$ cat src/common/zxuno_pkg.sv
package zxuno_pkg;

   ////////////////////////////////////////////////////////////////////////////
   // I/O port map
   ////////////////////////////////////////////////////////////////////////////

   // Register address port of the ZX-Uno bank, full 16-bit decode
   localparam logic [15:0] ZXUNO_ADDR_PORT = 16'hFC3B;

   // Data port for whichever register is addressed
   localparam logic [15:0] ZXUNO_DATA_PORT = 16'hFD3B;

   // Kempston joystick, low byte only
   localparam logic [7:0]  KEMPSTON_PORT   = 8'h1F;

   // Value seen on reads nobody claims
   localparam logic [7:0]  BUS_IDLE        = 8'hFF;

   ////////////////////////////////////////////////////////////////////////////
   // Register bank
   ////////////////////////////////////////////////////////////////////////////

   // Register numbers reachable through the data port
   typedef enum logic [7:0] {
      REG_JOYCONF = 8'h06,
      REG_COREID  = 8'hFF
   } zxreg_e;

   // Kempston on out of reset
   localparam logic [7:0]  JOYCONF_RESET   = 8'h01;

   ////////////////////////////////////////////////////////////////////////////
   // Core identification
   ////////////////////////////////////////////////////////////////////////////

   // Characters in the ID, terminator not counted
   localparam int          CORE_ID_LEN     = 5;

   // Index runs 0..CORE_ID_LEN, last value selects the 00 terminator
   localparam int          CORE_ID_IDX_W   = $clog2(CORE_ID_LEN + 1);

   // First character sits in the top byte
   localparam logic [8*CORE_ID_LEN-1:0] CORE_ID = "ZXIO1";

   ////////////////////////////////////////////////////////////////////////////
   // Audio mixer levels
   ////////////////////////////////////////////////////////////////////////////

   // Speaker loudest, then EAR, then MIC
   // 128 + 64 + 32 = 224 so the sum never overflows 8 bits
   localparam logic [7:0]  SPK_WEIGHT      = 8'd128;
   localparam logic [7:0]  EAR_WEIGHT      = 8'd64;
   localparam logic [7:0]  MIC_WEIGHT      = 8'd32;

endpackage

$ cat src/regbank/zxuno_regs.sv
`timescale 1ns/1ps

module zxuno_regs
   import zxuno_pkg::*;
(
   input  logic        clk,
   input  logic        rst_n,
   input  logic [15:0] a,
   input  logic [7:0]  din,
   input  logic        iorq_n,
   input  logic        rd_n,
   input  logic        wr_n,
   output logic [7:0]  dout,
   output logic        oe_n,
   // To the register clients
   output logic [7:0]  reg_addr,
   output logic        reg_rd,
   output logic        reg_wr
);

   // Raw strobe qualifiers
   logic io_rd;
   logic io_wr;

   // Port decodes
   logic addr_rd_dec;
   logic addr_wr_dec;
   logic data_rd_dec;
   logic data_wr_dec;

   // Previous-clock copies for edge detection
   logic addr_wr_q;
   logic data_wr_q;

   assign io_rd = !iorq_n && !rd_n;
   assign io_wr = !iorq_n && !wr_n;

   // Full 16 bit match on both ports
   assign addr_rd_dec = io_rd && (a == ZXUNO_ADDR_PORT);
   assign addr_wr_dec = io_wr && (a == ZXUNO_ADDR_PORT);
   assign data_rd_dec = io_rd && (a == ZXUNO_DATA_PORT);
   assign data_wr_dec = io_wr && (a == ZXUNO_DATA_PORT);

   ////////////////////////////////////////////////////////////////////////////
   // Address register
   ////////////////////////////////////////////////////////////////////////////
   always_ff @(posedge clk or negedge rst_n) begin
      if (!rst_n) begin
         addr_wr_q <= 1'b0;
         data_wr_q <= 1'b0;
         reg_addr  <= 8'h00;
      end else begin
         addr_wr_q <= addr_wr_dec;
         data_wr_q <= data_wr_dec;
         // Latch only on the first sampled clock of the write
         if (addr_wr_dec && !addr_wr_q) begin
            reg_addr <= din;
         end
      end
   end

   // Address readback
   assign dout = reg_addr;
   assign oe_n = !addr_rd_dec;

   ////////////////////////////////////////////////////////////////////////////
   // Data port strobes
   ////////////////////////////////////////////////////////////////////////////
   // Level for the whole read
   assign reg_rd = data_rd_dec;

   // High until the first edge of the write, then dropped by data_wr_q
   assign reg_wr = data_wr_dec && !data_wr_q;

endmodule

$ cat src/regbank/coreid.sv
`timescale 1ns/1ps

module coreid
   import zxuno_pkg::*;
(
   input  logic       clk,
   input  logic       rst_n,
   input  logic [7:0] reg_addr,
   input  logic       reg_rd,
   output logic [7:0] dout,
   output logic       oe_n
);

   // Character pointer, CORE_ID_LEN means terminator
   logic [CORE_ID_IDX_W-1:0] idx;
   logic                     rd_q;
   logic                     sel;
   logic                     last;

   assign sel  = (reg_addr == REG_COREID);
   assign last = (idx == CORE_ID_IDX_W'(CORE_ID_LEN));

   ////////////////////////////////////////////////////////////////////////////
   // Index advance
   ////////////////////////////////////////////////////////////////////////////
   // Step once per completed read, on the clock after reg_rd drops
   always_ff @(posedge clk or negedge rst_n) begin
      if (!rst_n) begin
         rd_q <= 1'b0;
         idx  <= '0;
      end else begin
         rd_q <= reg_rd;
         if (rd_q && !reg_rd && sel) begin
            // Back to the first char after the 00
            if (last) begin
               idx <= '0;
            end else begin
               idx <= idx + 1'b1;
            end
         end
      end
   end

   ////////////////////////////////////////////////////////////////////////////
   // Read data
   ////////////////////////////////////////////////////////////////////////////
   // String stored MSB first, so index 0 is the top byte
   assign dout = last ? 8'h00 : CORE_ID[8*(CORE_ID_LEN-1-int'(idx)) +: 8];
   assign oe_n = !(sel && reg_rd);

endmodule

$ cat src/rtl/ula_port.sv
`timescale 1ns/1ps

module ula_port (
   input  logic        clk,
   input  logic        rst_n,
   input  logic [15:0] a,
   input  logic [7:0]  din,
   input  logic        iorq_n,
   input  logic        rd_n,
   input  logic        wr_n,
   input  logic        ear,
   input  logic [4:0]  kbdcol,
   output logic [7:0]  dout,
   output logic        oe_n,
   output logic [2:0]  border,
   output logic        mic,
   output logic        spk
);

   // Any even port is the ULA, A0 low
   logic ula_sel;
   logic wr_dec;
   logic wr_q;

   assign ula_sel = !iorq_n && !a[0];
   assign wr_dec  = ula_sel && !wr_n;

   ////////////////////////////////////////////////////////////////////////////
   // Write latch
   ////////////////////////////////////////////////////////////////////////////
   always_ff @(posedge clk or negedge rst_n) begin
      if (!rst_n) begin
         wr_q   <= 1'b0;
         border <= 3'b000;
         mic    <= 1'b0;
         spk    <= 1'b0;
      end else begin
         wr_q <= wr_dec;
         // One capture per access
         if (wr_dec && !wr_q) begin
            border <= din[2:0];
            mic    <= din[3];
            spk    <= din[4];
         end
      end
   end

   ////////////////////////////////////////////////////////////////////////////
   // Read value
   ////////////////////////////////////////////////////////////////////////////
   // Bits 7 and 5 float high on the real machine
   assign dout = {1'b1, ear, 1'b1, kbdcol};
   assign oe_n = !(ula_sel && !rd_n);

endmodule

$ cat src/rtl/joystick_port.sv
`timescale 1ns/1ps

module joystick_port
   import zxuno_pkg::*;
(
   input  logic        clk,
   input  logic        rst_n,
   input  logic [15:0] a,
   input  logic [7:0]  din,
   input  logic        iorq_n,
   input  logic        rd_n,
   input  logic [7:0]  reg_addr,
   input  logic        reg_rd,
   input  logic        reg_wr,
   // DB9 lines, low when pressed
   input  logic        joy_up,
   input  logic        joy_down,
   input  logic        joy_left,
   input  logic        joy_right,
   input  logic        joy_fire,
   output logic [7:0]  dout,
   output logic        oe_n
);

   logic [7:0] joyconf;
   logic       conf_sel;
   logic       conf_rd;
   logic       kemp_rd;
   logic [7:0] kemp_val;

   assign conf_sel = (reg_addr == REG_JOYCONF);
   assign conf_rd  = conf_sel && reg_rd;

   // Upper address byte ignored, Kempston style; bit 0 enables the port
   assign kemp_rd  = !iorq_n && !rd_n && (a[7:0] == KEMPSTON_PORT) && joyconf[0];

   // Config register, written through the data port
   always_ff @(posedge clk or negedge rst_n) begin
      if (!rst_n) begin
         joyconf <= JOYCONF_RESET;
      end else if (reg_wr && conf_sel) begin
         joyconf <= din;
      end
   end

   // Kempston bit order, active high
   assign kemp_val = {3'b000, ~joy_fire, ~joy_up, ~joy_down, ~joy_left, ~joy_right};

   // Config readback takes precedence, both never overlap on the bus
   assign dout = conf_rd ? joyconf : kemp_val;
   assign oe_n = !(conf_rd || kemp_rd);

endmodule

$ cat src/rtl/audio_mixer.sv
`timescale 1ns/1ps

module audio_mixer
   import zxuno_pkg::*;
(
   input  logic clk,
   input  logic rst_n,
   input  logic mic,
   input  logic spk,
   input  logic ear,
   output logic audio_out
);

   // EAR comes from off chip
   logic       ear_meta;
   logic       ear_sync;
   logic [7:0] level;
   logic [7:0] acc;

   ////////////////////////////////////////////////////////////////////////////
   // Synchronizer and level
   ////////////////////////////////////////////////////////////////////////////
   always_ff @(posedge clk or negedge rst_n) begin
      if (!rst_n) begin
         ear_meta <= 1'b0;
         ear_sync <= 1'b0;
         level    <= 8'h00;
      end else begin
         ear_meta <= ear;
         ear_sync <= ear_meta;
         // Weights add without overflow
         level    <= (spk      ? SPK_WEIGHT : 8'h00) +
                     (ear_sync ? EAR_WEIGHT : 8'h00) +
                     (mic      ? MIC_WEIGHT : 8'h00);
      end
   end

   ////////////////////////////////////////////////////////////////////////////
   // First order sigma-delta
   ////////////////////////////////////////////////////////////////////////////
   // Carry out of the 8-bit accumulator is the pulse density output
   always_ff @(posedge clk or negedge rst_n) begin
      if (!rst_n) begin
         acc       <= 8'h00;
         audio_out <= 1'b0;
      end else begin
         {audio_out, acc} <= {1'b0, acc} + {1'b0, level};
      end
   end

endmodule

$ cat src/rtl/zxuno_io.sv
`timescale 1ns/1ps

module zxuno_io
   import zxuno_pkg::*;
(
   input  logic        clk,
   input  logic        rst_n,
   // Z80 style I/O bus
   input  logic [15:0] a,
   input  logic [7:0]  din,
   input  logic        iorq_n,
   input  logic        rd_n,
   input  logic        wr_n,
   output logic [7:0]  dout,
   // Tape input and keyboard columns
   input  logic        ear,
   input  logic [4:0]  kbdcol,
   // DB9 joystick, active low
   input  logic        joy_up,
   input  logic        joy_down,
   input  logic        joy_left,
   input  logic        joy_right,
   input  logic        joy_fire,
   // Border colour and audio
   output logic [2:0]  border,
   output logic        audio_out
);

   // Register bank link
   logic [7:0] reg_addr;
   logic       reg_rd;
   logic       reg_wr;

   // Per block read data and enables
   logic [7:0] regs_dout;
   logic       regs_oe_n;
   logic [7:0] coreid_dout;
   logic       coreid_oe_n;
   logic [7:0] joy_dout;
   logic       joy_oe_n;
   logic [7:0] ula_dout;
   logic       ula_oe_n;

   // ULA sound sources to mixer
   logic       mic;
   logic       spk;

   ////////////////////////////////////////////////////////////////////////////
   // Register address / data port pair
   ////////////////////////////////////////////////////////////////////////////
   zxuno_regs u_zxuno_regs (
      .clk      (clk),
      .rst_n    (rst_n),
      .a        (a),
      .din      (din),
      .iorq_n   (iorq_n),
      .rd_n     (rd_n),
      .wr_n     (wr_n),
      .dout     (regs_dout),
      .oe_n     (regs_oe_n),
      .reg_addr (reg_addr),
      .reg_rd   (reg_rd),
      .reg_wr   (reg_wr)
   );

   // ID string, a client of the bank
   coreid u_coreid (
      .clk      (clk),
      .rst_n    (rst_n),
      .reg_addr (reg_addr),
      .reg_rd   (reg_rd),
      .dout     (coreid_dout),
      .oe_n     (coreid_oe_n)
   );

   // Kempston port plus its config register
   joystick_port u_joystick_port (
      .clk       (clk),
      .rst_n     (rst_n),
      .a         (a),
      .din       (din),
      .iorq_n    (iorq_n),
      .rd_n      (rd_n),
      .reg_addr  (reg_addr),
      .reg_rd    (reg_rd),
      .reg_wr    (reg_wr),
      .joy_up    (joy_up),
      .joy_down  (joy_down),
      .joy_left  (joy_left),
      .joy_right (joy_right),
      .joy_fire  (joy_fire),
      .dout      (joy_dout),
      .oe_n      (joy_oe_n)
   );

   // Port FE
   ula_port u_ula_port (
      .clk    (clk),
      .rst_n  (rst_n),
      .a      (a),
      .din    (din),
      .iorq_n (iorq_n),
      .rd_n   (rd_n),
      .wr_n   (wr_n),
      .ear    (ear),
      .kbdcol (kbdcol),
      .dout   (ula_dout),
      .oe_n   (ula_oe_n),
      .border (border),
      .mic    (mic),
      .spk    (spk)
   );

   // One bit DAC
   audio_mixer u_audio_mixer (
      .clk       (clk),
      .rst_n     (rst_n),
      .mic       (mic),
      .spk       (spk),
      .ear       (ear),
      .audio_out (audio_out)
   );

   ////////////////////////////////////////////////////////////////////////////
   // Read data priority mux
   ////////////////////////////////////////////////////////////////////////////
   // First enabled block wins, bank port checked first
   assign dout = (!regs_oe_n)   ? regs_dout   :
                 (!coreid_oe_n) ? coreid_dout :
                 (!joy_oe_n)    ? joy_dout    :
                 (!ula_oe_n)    ? ula_dout    :
                                  BUS_IDLE;

endmodule

$ cat config.mk
export PLATFORM = sky130hd
export DESIGN_NAME = zxuno_io
export DESIGN_NICKNAME = d
export VERILOG_FILES = /design/src/common/zxuno_pkg.sv /design/src/regbank/zxuno_regs.sv /design/src/regbank/coreid.sv /design/src/rtl/ula_port.sv /design/src/rtl/joystick_port.sv /design/src/rtl/audio_mixer.sv /design/src/rtl/zxuno_io.sv
export SDC_FILE = /design/constraint.sdc
export NUM_CORES = 1
export LEC_CHECK = 0
export ABC_AREA = 1
export BUFFER_PORTS_ARGS = -buffer_cell sky130_fd_sc_hd__buf_2
export CORE_UTILIZATION = 50
export CTS_CLUSTER_DIAMETER = 40
export DETAILED_ROUTE_END_ITERATION = 6
export PLACE_DENSITY = 0.74
export RECOVER_POWER = 100
export SLEW_MARGIN = 20
export SYNTH_ARGS = -nofsm -noshare
export SYNTH_HDL_FRONTEND = slang
export SYNTH_HIERARCHICAL = 1
export SYNTH_SLANG_ARGS = --single-unit
$ cat constraint.sdc
create_clock -name clk -period 3 [get_ports clk]
set_input_delay 0.3 -clock clk [delete_from_list [all_inputs] [get_ports clk]]
set_output_delay 0.3 -clock clk [all_outputs]
set_load 0.03 [all_outputs]
=== Yosys cells after proc, flatten, opt, wreduce, memory -nomap -nowiden ===
Index checks and enable logic that the tools add are counted.

* Bitwise gates (word level): 5
* Reductions and logical operators: 28
* Multiply operators: 0
* Shifts and indexed selects: 1
* Mux-type cells: 10
* Equality and inequality tests: 6
* Div/mod/pow operators: 0
* Order comparisons: 0
* Add/sub/neg operators: 5

{| class="wikitable"
|+ Operators with widths
! kind !! number
|-
| $mux W8 || 6
|-
| $shiftx A40 B32 Y8 const A || 1
|-
| $eq A16 B16 Y1 const B || 2
|-
| $logic_and A1 B1 Y1 || 19
|-
| $add A8 B8 Y8 || 2
|-
| $mux W7 || 2
|-
| $add A8 B8 Y9 || 1
|-
| $eq A8 B3 Y1 const B || 1
|-
| $eq A8 B5 Y1 const B || 1
|-
| $eq A8 B8 Y1 const B || 1
|-
| $logic_not A1 Y1 || 8
|-
| $mux W6 || 1
|-
| $not A1 Y1 || 5
|-
| $sub A3 B3 Y4 const A || 1
|-
| $add A3 B1 Y3 const B || 1
|-
| $eq A3 B3 Y1 const B || 1
|-
| $mux W3 || 1
|-
| $logic_or A1 B1 Y1 || 1
|}

* Bits in latches: 0
* Logic and storage cells: 70
* Bits of input ports: 40
* Output and inout bits: 12
* Bits in registers: 47
* Memories: 0
* Bits in writable memories: 0
* ROM bits: 0

=== Longest topological paths before layout ===
Gate-level depths: netlist of run 1.

* Depth after elaboration: 8
* Mapped depth: 16
* Depth with buffers taken out: 14

=== By module ===
The synthesis of run 1 kept the hierarchy.

{| class="wikitable"
|+ By module, submodules not included
! module !! sequential area each (um2) !! cells each !! area an instance (um2) !! instances
|-
| zxuno_regs || 250.2 || 78 || 683.2 || 1
|-
| joystick_port || 201.4 || 94 || 594.3 || 1
|-
| coreid || 100.1 || 63 || 384.1 || 1
|-
| zxuno_io || 0.0 || 72 || 349.1 || 1
|-
| ula_port || 150.1 || 37 || 331.6 || 1
|-
| audio_mixer || 225.2 || 22 || 324.1 || 1
|}

=== Least setup slack after synthesis of run 1 ===
No wires, ideal clock.

* Path kind: input to output
* From: in a[2]
* To: out dout[0]
* Data required time: 2.700 ns
* Stages on the path: 15
* Setup slack: 0.429 ns
* Data arrival time: 2.271 ns
* Path buffers: 2
* Cell sequence: inv_1 nand2_1 nor2_2 nand2_2 inv_2 nand3_2 nor3_2 nand3_2 nand2_1 inv_1 buf_6 buf_12 nand2_1 nand2_1 a21oi_1

* Longest elaborated chain between the ends: 7
* Elaborated cells on any way between the ends: 14
* Those cells by class: eq/ne: 3; mux: 4; reduce/logical: 7

{| class="wikitable"
|+ Ends and longest elaborated chain
! element !! RTL line !! text
|-
| from (decl) || zxuno_io.sv:9 || <nowiki>input logic [15:0] a,</nowiki>
|-
| $eq A16 B16 Y1 * || zxuno_regs.sv:41 || <nowiki>assign data_rd_dec = io_rd && (a == ZXUNO_DATA_PORT);</nowiki>
|-
| $logic_and A1 B1 Y1 * || zxuno_regs.sv:41 ||
|-
| via reg_rd || zxuno_io.sv:31 || <nowiki>logic reg_rd;</nowiki>
|-
| $logic_and A1 B1 Y1 || joystick_port.sv:32 || <nowiki>assign conf_rd = conf_sel && reg_rd;</nowiki>
|-
| $mux W8 or $logic_or A1 B1 Y1 (tied branches) || joystick_port.sv:50, joystick_port.sv:51 ||
|-
| $mux W8 || zxuno_io.sv:130 || <nowiki>(!joy_oe_n) ? joy_dout :</nowiki>
|-
| $mux W8 * || zxuno_io.sv:129 || <nowiki>(!coreid_oe_n) ? coreid_dout :</nowiki>
|-
| $mux W8 * || zxuno_io.sv:128 || <nowiki>assign dout = (!regs_oe_n) ? regs_dout :</nowiki>
|-
| to (decl) || zxuno_io.sv:14 || <nowiki>output logic [7:0] dout,</nowiki>
|}

The timed path passes the listed nets; every way through them passes the cells marked *.

=== Worst setup path after layout of run 1 ===
* From: in a[0]
* To: out dout[3]

The elaborated chain is that of the path after synthesis.

==> results summary, run 1 <==
The power density over the cells came out at 425 mW/mm^2. The die footprint came out at 0.00563 mm^2. The global-route wire length before repair is 8.91 mm. The detail-routed net length per standard cell came out at 11.3 um. The accumulated negative setup slack came out at 0 ps. The number of buffers added for setup after CTS came out at 0.

The simple-gate share of the synthesized area came out at 0.413. The pin count of the biggest net entering global routing came out at 38. The total buffers and inverters traversed by the critical path came out at 4. The core footprint is 0.00511 mm^2. The final antenna diode count came out at 0. The cell-internal power came out at 0.890 mW. The number of top-level design ports is 52. In this run the number of H-tree levels came out at 2. The total clock sinks is 37. At the end of the flow, the number of nets in the layout was 448. The post-route clock period utilization is 0.882. The longest clock path from root to sink contains 2 buffers. The sequential cell fraction of total power is 0.463. The parity-gate share of the synthesized area counting xor and xnor cells came out at 0.00939. The maximum vdd drop is 0.000182 V. The number of maximum-capacitance violations is 1. The largest stage delay on the critical path is 300 ps. The final total power came out at 1.22 mW.

The average instance area after synthesis is 7.28 um^2. The ratio of routed vias to standard cells is 4.83. The met2 demand-to-capacity share in global routing came out at 0.338. The final setup violation count is 0. Setup repair after global routing left no endpoint under its margin.

The mux share of post-synthesis cell area came out at 0. The met1 usage came out at 0.302. Counting stages on the worst path, the most repeated cell is sky130_fd_sc_hd__nand2_1. The worst setup path is of the in2out kind. In this run the most critical hold path is launched from ear.

The checks that failed: capacitance limit, slew limit. The CTS buffer count is 5. The remaining antenna violation count after routing came out at 0. The signed area change from the synthesized netlist to the final layout is 7.32%. The clock group share of total power is 0.371. In this run the worst setup path begins at a[0]. The biggest fanout along the worst timing path is 16. In this run the static leakage power is 1.55 nW. TritonCTS built the clock tree. Clock tree synthesis selected as its root buffer the cell sky130_fd_sc_hd__clkbuf_8. After the first detailed-routing iteration, the DRC count stood at 179. The number of global-route vias before repair came out at 1915.

The flow ran to the end, but the final reports show violations. Hold repair after CTS inserted 0 buffers. The worst-margin pin slew is 1900 ps. Data on the critical path is required at its endpoint by 2700 ps. Of the total power, the share spent switching nets is 0.269. The post-detailed-route DRC marker count came out at 0.

Counting flops with a built-in enable in the synthesized netlist gives 0. The worst path in the final design needs a cycle of 2640 ps, including I/O delays and setup. The die width is 75.0 um. The switching component of the power came out at 0.328 mW. The via count came out at 2281. Counting flops and latches in the post-synthesis netlist gives 37. The clock-pin slew reported for the worst setup and hold paths after clock tree synthesis is 80 ps. The hold violation count in the final report came to 0.

For this run, global-route usage on met3 was measured as 0.0361. In the synthesized netlist the dominant register cell turns out to be sky130_fd_sc_hd__dfrtp_1. The worst register-to-register path begins at u_zxuno_regs/data_wr_q. Broken down by cell family, the worst path's largest delay share belongs to simple AND/OR/NAND/NOR gates. Clock latency on the worst-skew pair, taken at its later pin, is 290 ps.

The initialized floorplan defines 26 standard-cell rows. The count of yosys warnings during synthesis is 6. Routability-driven placement finished with a final weighted congestion of 0.823. Of the synthesized area, sequential elements account for 0.348. The worst setup path is launched from an input port. Of the total synthesized cell area, the portion taken by full adders, half adders and majority gates is 0.0357.

The clock tree skew after final layout came out at 7.54 ps. In the final layout, the share of cells above drive strength 1 is 0.214. After global routing, the most crowded layer is met2. The share of the synthesized area in compound gates (AO/OA/AOI/OAI) is 0.0450.

The cell area after synthesis is 0.00267 mm^2. Walking the worst path, the cells encountered are buf_2 > nand2_1 > nor2_2 > nand2_2 > inv_1 > nand3_2 > nor3_1 > nand3_2 > nand2_1 > inv_1 > nand2_1 > nand2_1 > a21oi_1 > buf_2. The pre-antenna-repair detailed-routing pass consisted of 4 iterations.

Synthesis produced a netlist whose cell count is 366. The element type at the critical path end is an output pin. The worst path arrival time is 2340 ps. The slowest stage of the critical path belongs to the cell sky130_fd_sc_hd__nor3_1. The share of flip-flops with an asynchronous set or reset after synthesis came out at 1.00. Input and output buffers added on the ports amount to 51.

The combinational share of power came out at 0.167. After synthesis, the largest family of logic cells by area is simple AND/OR/NAND/NOR gates. The initial core utilization came out at 0.522. The global-route usage over all layers is 0.210.

After legalization and detailed placement, the total HPWL measured 4.12 mm. Measured against its own limit, the worst slew margin works out to -0.265. The die extent in y came out at 75.0 um.

The number of antenna violations at the first check in global routing is 0. The max-slew violation total from the final report was 38. The achievable frequency came out at 378 MHz. The count of cell types in the netlist is 33. The tightest min-delay check is of the in2reg type. For this run, the share of the core covered by cells in the final layout is 0.560. For this block, the routed nets add up to 5.35 mm of wire.

The post-cts resize count came out at 0. Global routing finished with a remaining overflow of 0.
==> layout make-up <==
class / count / area (um^2)
Inverter: 48 / 180
Multi-Input combinational cell: 257 / 1290
Sequential cell: 37 / 927
Fill cell: 492 / 2250
Clock inverter: 2 / 37.5
Clock buffer: 6 / 82.6
Timing Repair Buffer: 52 / 253
Tap cell: 70 / 87.6
==> per-stage QoR <==
step / cells / worst slack, ps / instance area, um^2 / hold WS, ps
2_1_floorplan: 367 / 429 / 2670 / 4.41
3_3_place_gp: 464 / 574 / 2810 / 336
3_5_place_dp: 464 / 521 / 2810 / 340
4_1_cts: 472 / 504 / 2930 / 127
5_1_grt: 472 / 195 / 2860 / 123
6_report: 472 / 355 / 2860 / 135
==> worst paths after layout <==
check | endpoint | slack [ps] | cells after the start
setup / recovery | dout[3] | 360 | 14
max in group asynchronous | u_joystick_port/joyconf[7] | 1380 | 1
setup reg to reg | u_joystick_port/joyconf[6] | 1050 | 4
hold / removal | u_audio_mixer/ear_meta | 140 | 1
hold reg to reg | u_audio_mixer/ear_sync | 360 | 0
min in group asynchronous | u_audio_mixer/audio_out | 520 | 1
==> cell families after synthesis <==
| family | after synthesis |
|---|---|
| simple gates | 223 |
| compound gates | 22 |
| buf+inv | 73 |
| xor+xnor | 2 |
| flops | 37 |
| fa+ha+maj | 7 |
| other cells | 2 |
==> power by group through the flow <==
stage | Clock [mW] | Combinational, mW | Sequential, mW
4_1_cts | 0.460 | 0.216 | 0.564
6_report | 0.451 | 0.203 | 0.563
3_5_place_dp | 0 | 0.215 | 0.574
3_3_place_gp | 0 | 0.210 | 0.571
2_1_floorplan | 0 | 0.117 | 0.596
5_1_grt | 0.484 | 0.234 | 0.571
==> placed cells by master (no fill, tap or decap), drive strengths merged <==
cell,count
ha,6
nand3,25
nor2,64
conb,3
clkinvlp,1
o31ai,1
xor2,1
nor3b,2
dfstp,1
nor3,6
a21oi,19
dfrtp,36
nand2,112
clkbuf,14
clkinv,2
xnor2,1
fa,1
buf,44
o21ai,2
inv,46
bufinv,1
nand4,14
==> synthesized netlist by cell type (2+ instances only) <==
master                    number  area (um^2)
sky130_fd_sc_hd__a21oi_1      17         85.1
sky130_fd_sc_hd__a21oi_2       2         17.5
sky130_fd_sc_hd__buf_4        18          135
sky130_fd_sc_hd__buf_6         4         45.0
sky130_fd_sc_hd__conb_1        2         7.51
sky130_fd_sc_hd__dfrtp_1      36          901
sky130_fd_sc_hd__ha_1          6         75.1
sky130_fd_sc_hd__inv_1        43          161
sky130_fd_sc_hd__inv_2         4         15.0
sky130_fd_sc_hd__nand2_1     105          394
sky130_fd_sc_hd__nand2_2       7         43.8
sky130_fd_sc_hd__nand3_1      20          100
sky130_fd_sc_hd__nand3_2       3         30.0
sky130_fd_sc_hd__nand3_4       2         35.0
sky130_fd_sc_hd__nand4_1      13         81.3
sky130_fd_sc_hd__nor2_1       45          169
sky130_fd_sc_hd__nor2_2       12         75.1
sky130_fd_sc_hd__nor2_4        5         56.3
sky130_fd_sc_hd__nor2_8        2         40.0
sky130_fd_sc_hd__nor3_1        4         20.0
sky130_fd_sc_hd__nor3_2        2         20.0
sky130_fd_sc_hd__nor3b_1       2         15.0
sky130_fd_sc_hd__o21ai_0       2         10.0
==> registers in the layout (all words and copies together) (netlist names), 3 cells and up <==
signal / flops
u_joystick_port/joyconf: 8
u_audio_mixer/level: 3
u_zxuno_regs/dout: 8
u_audio_mixer/acc: 3
u_ula_port/border: 3
u_coreid/idx: 3
==> layer usage <==
| layer | routed length (um) | up-vias |
|---|---|---|
| li1 | - | 1178 |
| met1 | 2570 | 1023 |
| met2 | 2490 | 75 |
| met3 | 261 | 5 |
| met4 | 25 | 0 |
| met5 | 0 | - |
(Power assumes the default switching activity.)
==> run 2: changes to the inputs <==
--- a/config.mk
+++ b/config.mk
@@ -5,12 +5,11 @@
 export SDC_FILE = /design/constraint.sdc
 export NUM_CORES = 1
 export LEC_CHECK = 0
-export ABC_AREA = 1
 export BUFFER_PORTS_ARGS = -buffer_cell sky130_fd_sc_hd__buf_2
 export CORE_UTILIZATION = 50
 export CTS_CLUSTER_DIAMETER = 40
 export DETAILED_ROUTE_END_ITERATION = 6
-export PLACE_DENSITY = 0.74
+export PLACE_DENSITY = 0.76
 export RECOVER_POWER = 100
 export SLEW_MARGIN = 20
 export SYNTH_ARGS = -nofsm -noshare
==> results summary, run 2 <==
The accumulated negative setup slack is 0 ps (unchanged). The instance count of the mapped netlist came to 210 (-43%). The final antenna diode count came out at 0 (unchanged). The number of global-route vias before repair was 1568 (-18%). The hold violation count in the final report is 0 (unchanged). STA classifies the critical path startpoint as an input port.

The count of H-tree levels built during CTS came out at 2 (unchanged). Ranked by total cell area, the synthesized netlist is headed by sky130_fd_sc_hd__dfrtp_1 40%, sky130_fd_sc_hd__mux2_2 10%, sky130_fd_sc_hd__buf_4 6.0%. The most critical setup path has its endpoint at dout[5].

The minimum setup slack after placement is 44.1 ps (-477 ps). The share of flip-flops with an asynchronous set or reset after synthesis is 1.00 (unchanged). The final cell area excluding filler cells came out at 0.00251 mm^2 (-12%). The most area-hungry cell type in the Yosys netlist is sky130_fd_sc_hd__dfrtp_1. The CTS buffer count came to 5 (unchanged). The die width came out at 69.1 um (-7.9%).

TritonCTS built the clock tree. The achievable frequency came to 353 MHz (-6.7%). The ratio of routed vias to standard cells came out at 5.36 (+11%). The number of synthesized register bits is 37 (unchanged). The first-pass iteration count of the detailed router came out at 4 (unchanged). The required time reported for the critical path endpoint came out at 2700 ps (about the same). The switching fraction of total power is 0.263 (-0.00627). Leaving out fill and tap cells, the most frequent cell in the layout is sky130_fd_sc_hd__buf_2.

The startpoint identified for the worst register-to-register timing path is u_ula_port/wr_q. The area fraction of the dominant cell type after synthesis is 0.400 (+0.0621). The number of antenna violations at the first check in global routing is 0 (unchanged). The cell area after synthesis is 0.00225 mm^2 (-16%). The global-route wire length before repair is 7.04 mm (-21%).

The clock group share of total power came to 0.303 (-0.068). The biggest fanout along the worst timing path is 8 (-8). The commonest cells after synthesis are 36 x sky130_fd_sc_hd__dfrtp_1, 20 x sky130_fd_sc_hd__mux2_2, 18 x sky130_fd_sc_hd__buf_4. The headroom to the max-slew limit is -0.261 (+0.00443). The clock-pin slew reported for the worst setup and hold paths after clock tree synthesis was 60 ps (-20 ps). The clock latency on the worst-skew pair is 280 ps (about the same). The cell-internal power is 0.813 mW (-8.6%). The clock tree skew after final layout came out at 2.12 ps (-5.42 ps).

The max-slew violation total from the final report is 38 (unchanged). The number of top-level design ports is 52 (unchanged). The count of buffers inserted at the top-level ports came out at 51 (unchanged). The switching component of the power came out at 0.290 mW (-12%). The signed area change from the synthesized netlist to the final layout came out at 11.4%.

The sequential cell fraction of total power came to 0.516 (+0.053). The ratio of cells with drive above 1 in the final layout is 0.351 (+0.137). The worst register-to-register path ends at u_ula_port/mic. The count of flip-flops with a built-in enable after synthesis came out at 0 (unchanged).

The die extent in y is 69.1 um (-7.9%). The dominant register cell in the synthesized netlist is sky130_fd_sc_hd__dfrtp_1. The final setup violation count is 0 (unchanged). The detail-routed net length per standard cell is 14.2 um (+25%).

The total placed instance area is 0.00248 mm^2 (-12%). The number of rows created at floorplan is 24 (-7.7%). The cell that appears most often on the critical path is sky130_fd_sc_hd__nor2_1. The number of placed instances, taps included is 296 (-36%).

The worst-margin pin slew is 1890 ps (-6.64 ps). The most common cell in the netlist is sky130_fd_sc_hd__dfrtp_1. In the layout the commonest cells are 38 x sky130_fd_sc_hd__buf_2, 35 x sky130_fd_sc_hd__dfrtp_1, 18 x sky130_fd_sc_hd__mux2_2. The largest stage delay on the critical path came to 570 ps (+270 ps). The post-synthesis sequential area ratio is 0.412 (+0.0639).

The post-route clock period utilization is 0.944 (+0.0628). The non-filler instance count after layout is 303 (-36%). The average instance area after synthesis was 10.7 um^2 (+47%). The pin count of the biggest net entering global routing is 38 (unchanged). On the critical path, the stage with the largest delay is an instance of sky130_fd_sc_hd__or4b_1. The smallest setup slack after layout came to 167 ps (-188 ps).

The leakage component of the power is 1.17 nW (-24%). The post-detailed-route DRC marker count is 0 (unchanged). The global-route usage over all layers came to 0.188 (-0.0227). The count of cell types in the netlist came out at 46 (+39%). The total clock sinks was 37 (unchanged). The final global-route overflow total was 0 (unchanged).

The combinational share of power came out at 0.181 (+0.014). The initial core utilization is 0.517 (-0.00481). The remaining antenna violation count after routing is 0 (unchanged). The flop-to-flop setup slack is 1240 ps (+190 ps). The run finished, with violations left. The setup path with the least slack is of type in2out. The worst path arrival time is 2530 ps (+190 ps). The number of buffers added for setup after CTS is 0 (unchanged). The final net count came out at 298 (-33%). The maximum number of buffers from clock root to sink was 2 (unchanged). The die footprint is 0.00478 mm^2 (-15%). The count of yosys warnings during synthesis is 6 (unchanged). The checks that failed: capacitance limit, slew limit.

The maximum vdd drop is 0.000282 V (+55%). The initial detailed-routing violation count was 97 (-46%). The number of maximum-capacitance violations came to 1 (unchanged). The core footprint is 0.00435 mm^2 (-15%).

The time the worst path needs with I/O delays and setup is 2830 ps (+188 ps). Setup repair after global routing left no endpoint under its margin. The type of the most critical hold path is in2reg. STA classifies the critical path endpoint as an output pin. The cell count of the worst reg-to-reg path is 2 (-2). The final wirelength came out at 4.30 mm (-20%). Traced cell by cell, the critical path runs through clkbuf_1 > or4b_1 > nor4_4 > nor2b_1 > and2_0 > nand3_2 > buf_4 > nor2_1 > nor2_1 > a211oi_2 > a221o_1 > clkbuf_4. The half-perimeter wire length after detailed placement is 3.40 mm (-18%). The launch point of the worst path is iorq_n. The library cell used as clock root buffer is sky130_fd_sc_hd__clkbuf_8. The power density over the cells was 439 mW/mm^2 (+3.3%).

The global placement routability congestion is 0.860 (+4.5%). The via count is 1624 (-29%).
run 2: changes by cell type in the layout (fill, tap and decap cells not counted), moves of 10 or more:
| cell | before | now |
|---|---|---|
| sky130_fd_sc_hd__inv_1 | 44 | 15 |
| sky130_fd_sc_hd__nor2_2 | 12 | 0 |
| sky130_fd_sc_hd__nand3_1 | 22 | 2 |
| sky130_fd_sc_hd__nand4_1 | 14 | 4 |
| sky130_fd_sc_hd__mux2_2 | 0 | 18 |
| sky130_fd_sc_hd__nor2_1 | 46 | 13 |
| sky130_fd_sc_hd__a21oi_1 | 17 | 6 |
| sky130_fd_sc_hd__nand2_1 | 105 | 9 |
run 2: cell families after synthesis:
group / share of synthesized area
compound gates: 0.0939
xor+xnor: 0.0117
fa+ha+maj: 0.0422
buf+inv: 0.102
flops: 0.412
mux: 0.140
other cells: 0.00333
simple gates: 0.196
run 2: worst min path at each step:
stage                     slack [ps]                endpoint  cells after the start                    from
after floorplan                    4    u_audio_mixer/acc[5]                      0                   rst_n
after global placement           330  u_audio_mixer/ear_sync                      0  u_audio_mixer/ear_meta
after detailed placement         340  u_audio_mixer/ear_sync                      0  u_audio_mixer/ear_meta
after CTS                        140         u_coreid/idx[1]                      1                   rst_n
after global routing             190  u_audio_mixer/ear_meta                      1                     ear
final                            200  u_audio_mixer/ear_meta                      1                     ear
run 2: what timing repair did:
action                                  4_1_cts  5_1_grt
hold buffers                                  0        0
resized for setup                             0        7
endpoints found under the setup margin        0        7
run 2: layer usage:
metal / vias to the layer above / part of all wire / global-route usage / wire length, um
li1: 806 / - / - / -
met1: 773 / 0.43 / 0.225 / 1830
met2: 38 / 0.52 / 0.333 / 2250
met3: 7 / 0.033 / 0.0351 / 140
met4: 0 / 0.018 / 0.0680 / 79
met5: - / 0 / 0 / 0
run 2: power groups by stage:
stage / Combinational (mW) / Clock (mW) / Sequential (mW)
2_1_floorplan: 0.108 / 0 / 0.605
3_3_place_gp: 0.203 / 0 / 0.576
3_5_place_dp: 0.211 / 0 / 0.579
4_1_cts: 0.212 / 0.346 / 0.569
5_1_grt: 0.224 / 0.366 / 0.576
6_report: 0.199 / 0.335 / 0.569
run 2: through the flow:
stage	util	hold slack [ps]	total power, mW
final	0.576	204	1.10
after global routing	0.576	195	1.16
after CTS	0.590	135	1.13
after detailed placement	0.570	338	0.789
after global placement	0.570	333	0.779
after floorplan	-	4.41	0.713
run 2: cell type report:
type / instances / area, um^2
tap: 52 / 65.1
clock buffer: 7 / 86.3
sequential: 37 / 928
fill: 385 / 1840
timing repair buffer: 57 / 280
inverter: 15 / 56.3
multi-input combinational: 135 / 1090
run 2: worst max-delay path: cells and delay by family:
kind / cells / cell delay, ps
AOI/OAI and AO/OA: 2 / 360
buffers and inverters: 3 / 460
and+or+nand+nor: 7 / 1420
==> run 3: changes to the inputs <==
--- a/config.mk
+++ b/config.mk
@@ -6,6 +6,7 @@
 export NUM_CORES = 1
 export LEC_CHECK = 0
 export BUFFER_PORTS_ARGS = -buffer_cell sky130_fd_sc_hd__buf_2
+export CAP_MARGIN = 20
 export CORE_UTILIZATION = 50
 export CTS_CLUSTER_DIAMETER = 40
 export DETAILED_ROUTE_END_ITERATION = 6
==> constraint.sdc (replaced) <==
create_clock -name clk -period 3 [get_ports clk]
set_input_delay 0 -clock clk [delete_from_list [all_inputs] [get_ports clk]]
set_output_delay 0 -clock clk [all_outputs]
set_load 0.03 [all_outputs]
==> results summary, run 3 (synthesized netlist as in run 2, its figures left out) <==
The detailed-routing wirelength on met1 was 2.02 mm (+10%). The half-perimeter wire length after detailed placement was 3.32 mm (-2.3%). The hold-critical path endpoint is u_coreid/rd_q.

Walking the worst path, the cells encountered are clkbuf_1 > or4b_1 > nor4_4 > nor2b_1 > and2_0 > nand3_2 > a21boi_1 > nor3b_1 > o31ai_1 > clkbuf_1. The via count is 1722 (+6.0%). The hold violation count in the final report came out at 0 (unchanged).

The sequential cell fraction of total power is 0.510 (-0.006). The die footprint is 0.00478 mm^2 (unchanged). The total clock sinks came out at 37 (unchanged). The switching component of the power came out at 0.312 mW (+7.7%). The total buffers and inverters traversed by the critical path came out at 2 (-1). The global-route usage over all layers came out at 0.209 (+0.0210).

The final net count came out at 307 (+3.0%). The number of maximum-capacitance violations is 1 (unchanged). The ratio of cells with drive above 1 in the final layout is 0.287 (-0.0632).

The number of rows created at floorplan came out at 24 (unchanged). The number of buffers added for setup after CTS is 0 (unchanged). The met3 wire length came out at 212 um (+51%). The final reports fail on capacitance limit, slew limit. For this design, the slowest cell found on the critical path is sky130_fd_sc_hd__or4b_1. The ratio of routed vias to standard cells came out at 5.50 (+2.6%). The worst-margin pin slew came out at 1950 ps (+58.7 ps). Counting stages on the worst path, the most repeated cell is sky130_fd_sc_hd__clkbuf_1.

The number of cells traversed by the worst hold path came to 3 (+2). The cell-internal power came out at 0.801 mW (-1.5%). The number of global-route vias before repair came out at 1655 (+5.5%). The power density over the cells is 433 mW/mm^2 (-1.6%).

The clock tree skew after final layout came out at 5.79 ps (+3.67 ps). In this design, the largest share of critical-path delay is due to simple AND/OR/NAND/NOR gates. The cell count of the worst reg-to-reg path was 2 (unchanged). The max-slew violation total from the final report is 38 (unchanged). The count of H-tree levels built during CTS is 2 (unchanged). The die width came to 69.1 um (unchanged).

The die extent in y is 69.1 um (unchanged). The clock latency on the worst-skew pair is 290 ps (about the same). The clock-pin slew reported for the worst setup and hold paths after clock tree synthesis is 70 ps (about the same).

The CTS buffer count came out at 5 (unchanged). The switching fraction of total power was 0.280 (+0.0176). The non-filler instance count after layout was 313 (+3.3%). The run finished, with violations left. The first-pass iteration count of the detailed router is 4 (unchanged). The initial detailed-routing violation count came out at 131 (+35%).

The maximum vdd drop is 0.000314 V (+11%). The number of antenna violations at the first check in global routing came out at 0 (unchanged). The required time reported for the critical path endpoint is 3000 ps (+300 ps). The headroom to the max-slew limit came to -0.300 (-0.0391). The min-delay analysis places its worst path in the category in2reg. The initial core utilization is 0.517 (unchanged). The count of buffers inserted at the top-level ports came out at 51 (unchanged). The setup path with the least slack is of type in2out. The library cell used as clock root buffer is sky130_fd_sc_hd__clkbuf_8. The maximum number of buffers from clock root to sink came out at 2 (unchanged). The largest stage delay on the critical path came out at 580 ps (about the same). In this run the most critical hold path is launched from rd_n. The remaining antenna violation count after routing is 0 (unchanged).

The number of top-level design ports is 52 (unchanged). Setup repair after global routing left no endpoint under its margin. The time the worst path needs with I/O delays and setup was 2690 ps (-139 ps).

The detail-routed net length per standard cell came out at 14.2 um (+0.25%). The worst path arrival time is 2690 ps (+160 ps). The final wirelength came to 4.45 mm (+3.6%). The biggest fanout along the worst timing path is 11 (+3).

The final setup violation count came to 0 (unchanged). The pin count of the biggest net entering global routing is 38 (unchanged). The highest signal layer in the routed design is met4. The worst slack on hold paths came out at 129 ps (-75.5 ps). The post-detailed-route DRC marker count is 0 (unchanged).

The post-route clock period utilization came to 0.898 (-0.0464). The met2 wirelength from detailed routing came out at 2.12 mm (-5.7%). The core footprint is 0.00435 mm^2 (unchanged). The signed area change from the synthesized netlist to the final layout came out at 14.3%. The clock group share of total power is 0.302 (about the same). Leaving out fill and tap cells, the most frequent cells in the layout are 36 x sky130_fd_sc_hd__dfrtp_1, 35 x sky130_fd_sc_hd__buf_2, 19 x sky130_fd_sc_hd__mux2_2.

The number of placed instances, taps included is 291 (-1.7%). The sequential cell area came out at 927 um^2 (-0.13%). The worst setup path is captured at an output pin. The leakage component of the power came out at 1.20 nW (+2.7%).

The global placement routability congestion came out at 0.828 (-3.7%). Leaving out fill and tap cells, the most frequent cell in the layout is sky130_fd_sc_hd__dfrtp_1. The filler cell count in the final layout is 362 (-6.0%). The final global-route overflow total is 0 (unchanged). The achievable frequency came out at 371 MHz (+5.2%). The worst setup path is launched from an input port.

The accumulated negative setup slack came out at 0 ps (unchanged). The global-route wire length before repair came out at 7.83 mm (+11%). The combinational share of power came out at 0.188 (+0.007). The multi-input logic area came out at 0.00105 mm^2 (-3.7%). The endpoint identified for the worst register-to-register timing path is u_ula_port/border[1]. TritonCTS built the clock tree. The flop-to-flop setup slack is 1170 ps (-70 ps). The final antenna diode count is 0 (unchanged).

The worst register-to-register path begins at u_ula_port/wr_q.
==> run 3: changes by cell type in the layout (fill, tap and decap cells not counted), sizes merged <==
cell,change
dlygate4sd3,+14
buf,-4
clkbuf,-2
clkinv,+2
==> run 3: per-layer routing <==
metal  up-vias  GRT usage
li1        824          -
met1       832      0.276
met2        55      0.327
met3        11     0.0468
met4         0     0.0952
met5         -          0
==> run 3: worst reg2reg max path, cell delays in order (launching register included) <==
cell and delay, ps:
sky130_fd_sc_hd__dfrtp_1 370, sky130_fd_sc_hd__nor4_1 920, sky130_fd_sc_hd__mux2_2 420
==> run 3: area by class of cell <==
cell class                      count  share of cell area
Sequential cell                    37               0.360
Inverter                           15              0.0219
Multi-Input combinational cell    135               0.409
Tap cell                           52              0.0253
Clock buffer                        6              0.0282
Timing Repair Buffer               66               0.151
Clock inverter                      2             0.00389
==> run 3: what timing repair did <==
action                                 in CTS  in global routing
resized for setup                           0                  0
hold buffers                               14                  0
endpoints found under the hold margin      60                  0
==> run 3: how the worst max path moves through the flow <==
| stage | from | end | slack (ps) | cells past startpoint |
|---|---|---|---|---|
| finish | iorq_n | dout[6] | 310 | 10 |
| global route | iorq_n | dout[3] | 100 | 11 |
| CTS | iorq_n | dout[2] | 200 | 11 |
| detailed placement | iorq_n | dout[2] | 220 | 11 |
| global placement | iorq_n | dout[4] | 290 | 11 |
| floorplan | iorq_n | dout[6] | 260 | 9 |
==> run 3: through the flow <==
| stage | utilization | setup slack [ps] | instance area, um^2 | power [mW] |
|---|---|---|---|---|
| floorplan | - | 256 | 2260 | 0.711 |
| global placement | 0.554 | 292 | 2410 | 0.778 |
| detailed placement | 0.554 | 224 | 2410 | 0.789 |
| CTS | 0.605 | 203 | 2630 | 1.14 |
| global route | 0.591 | 101 | 2570 | 1.18 |
| finish | 0.591 | 306 | 2570 | 1.11 |
==> run 3: power groups by stage <==
stage | Clock [mW] | Combinational (mW) | Sequential [mW]
floorplan | 0 | 0.106 | 0.605
global placement | 0 | 0.201 | 0.576
detailed placement | 0 | 0.210 | 0.579
CTS | 0.348 | 0.223 | 0.569
global route | 0.369 | 0.232 | 0.575
finish | 0.336 | 0.209 | 0.568
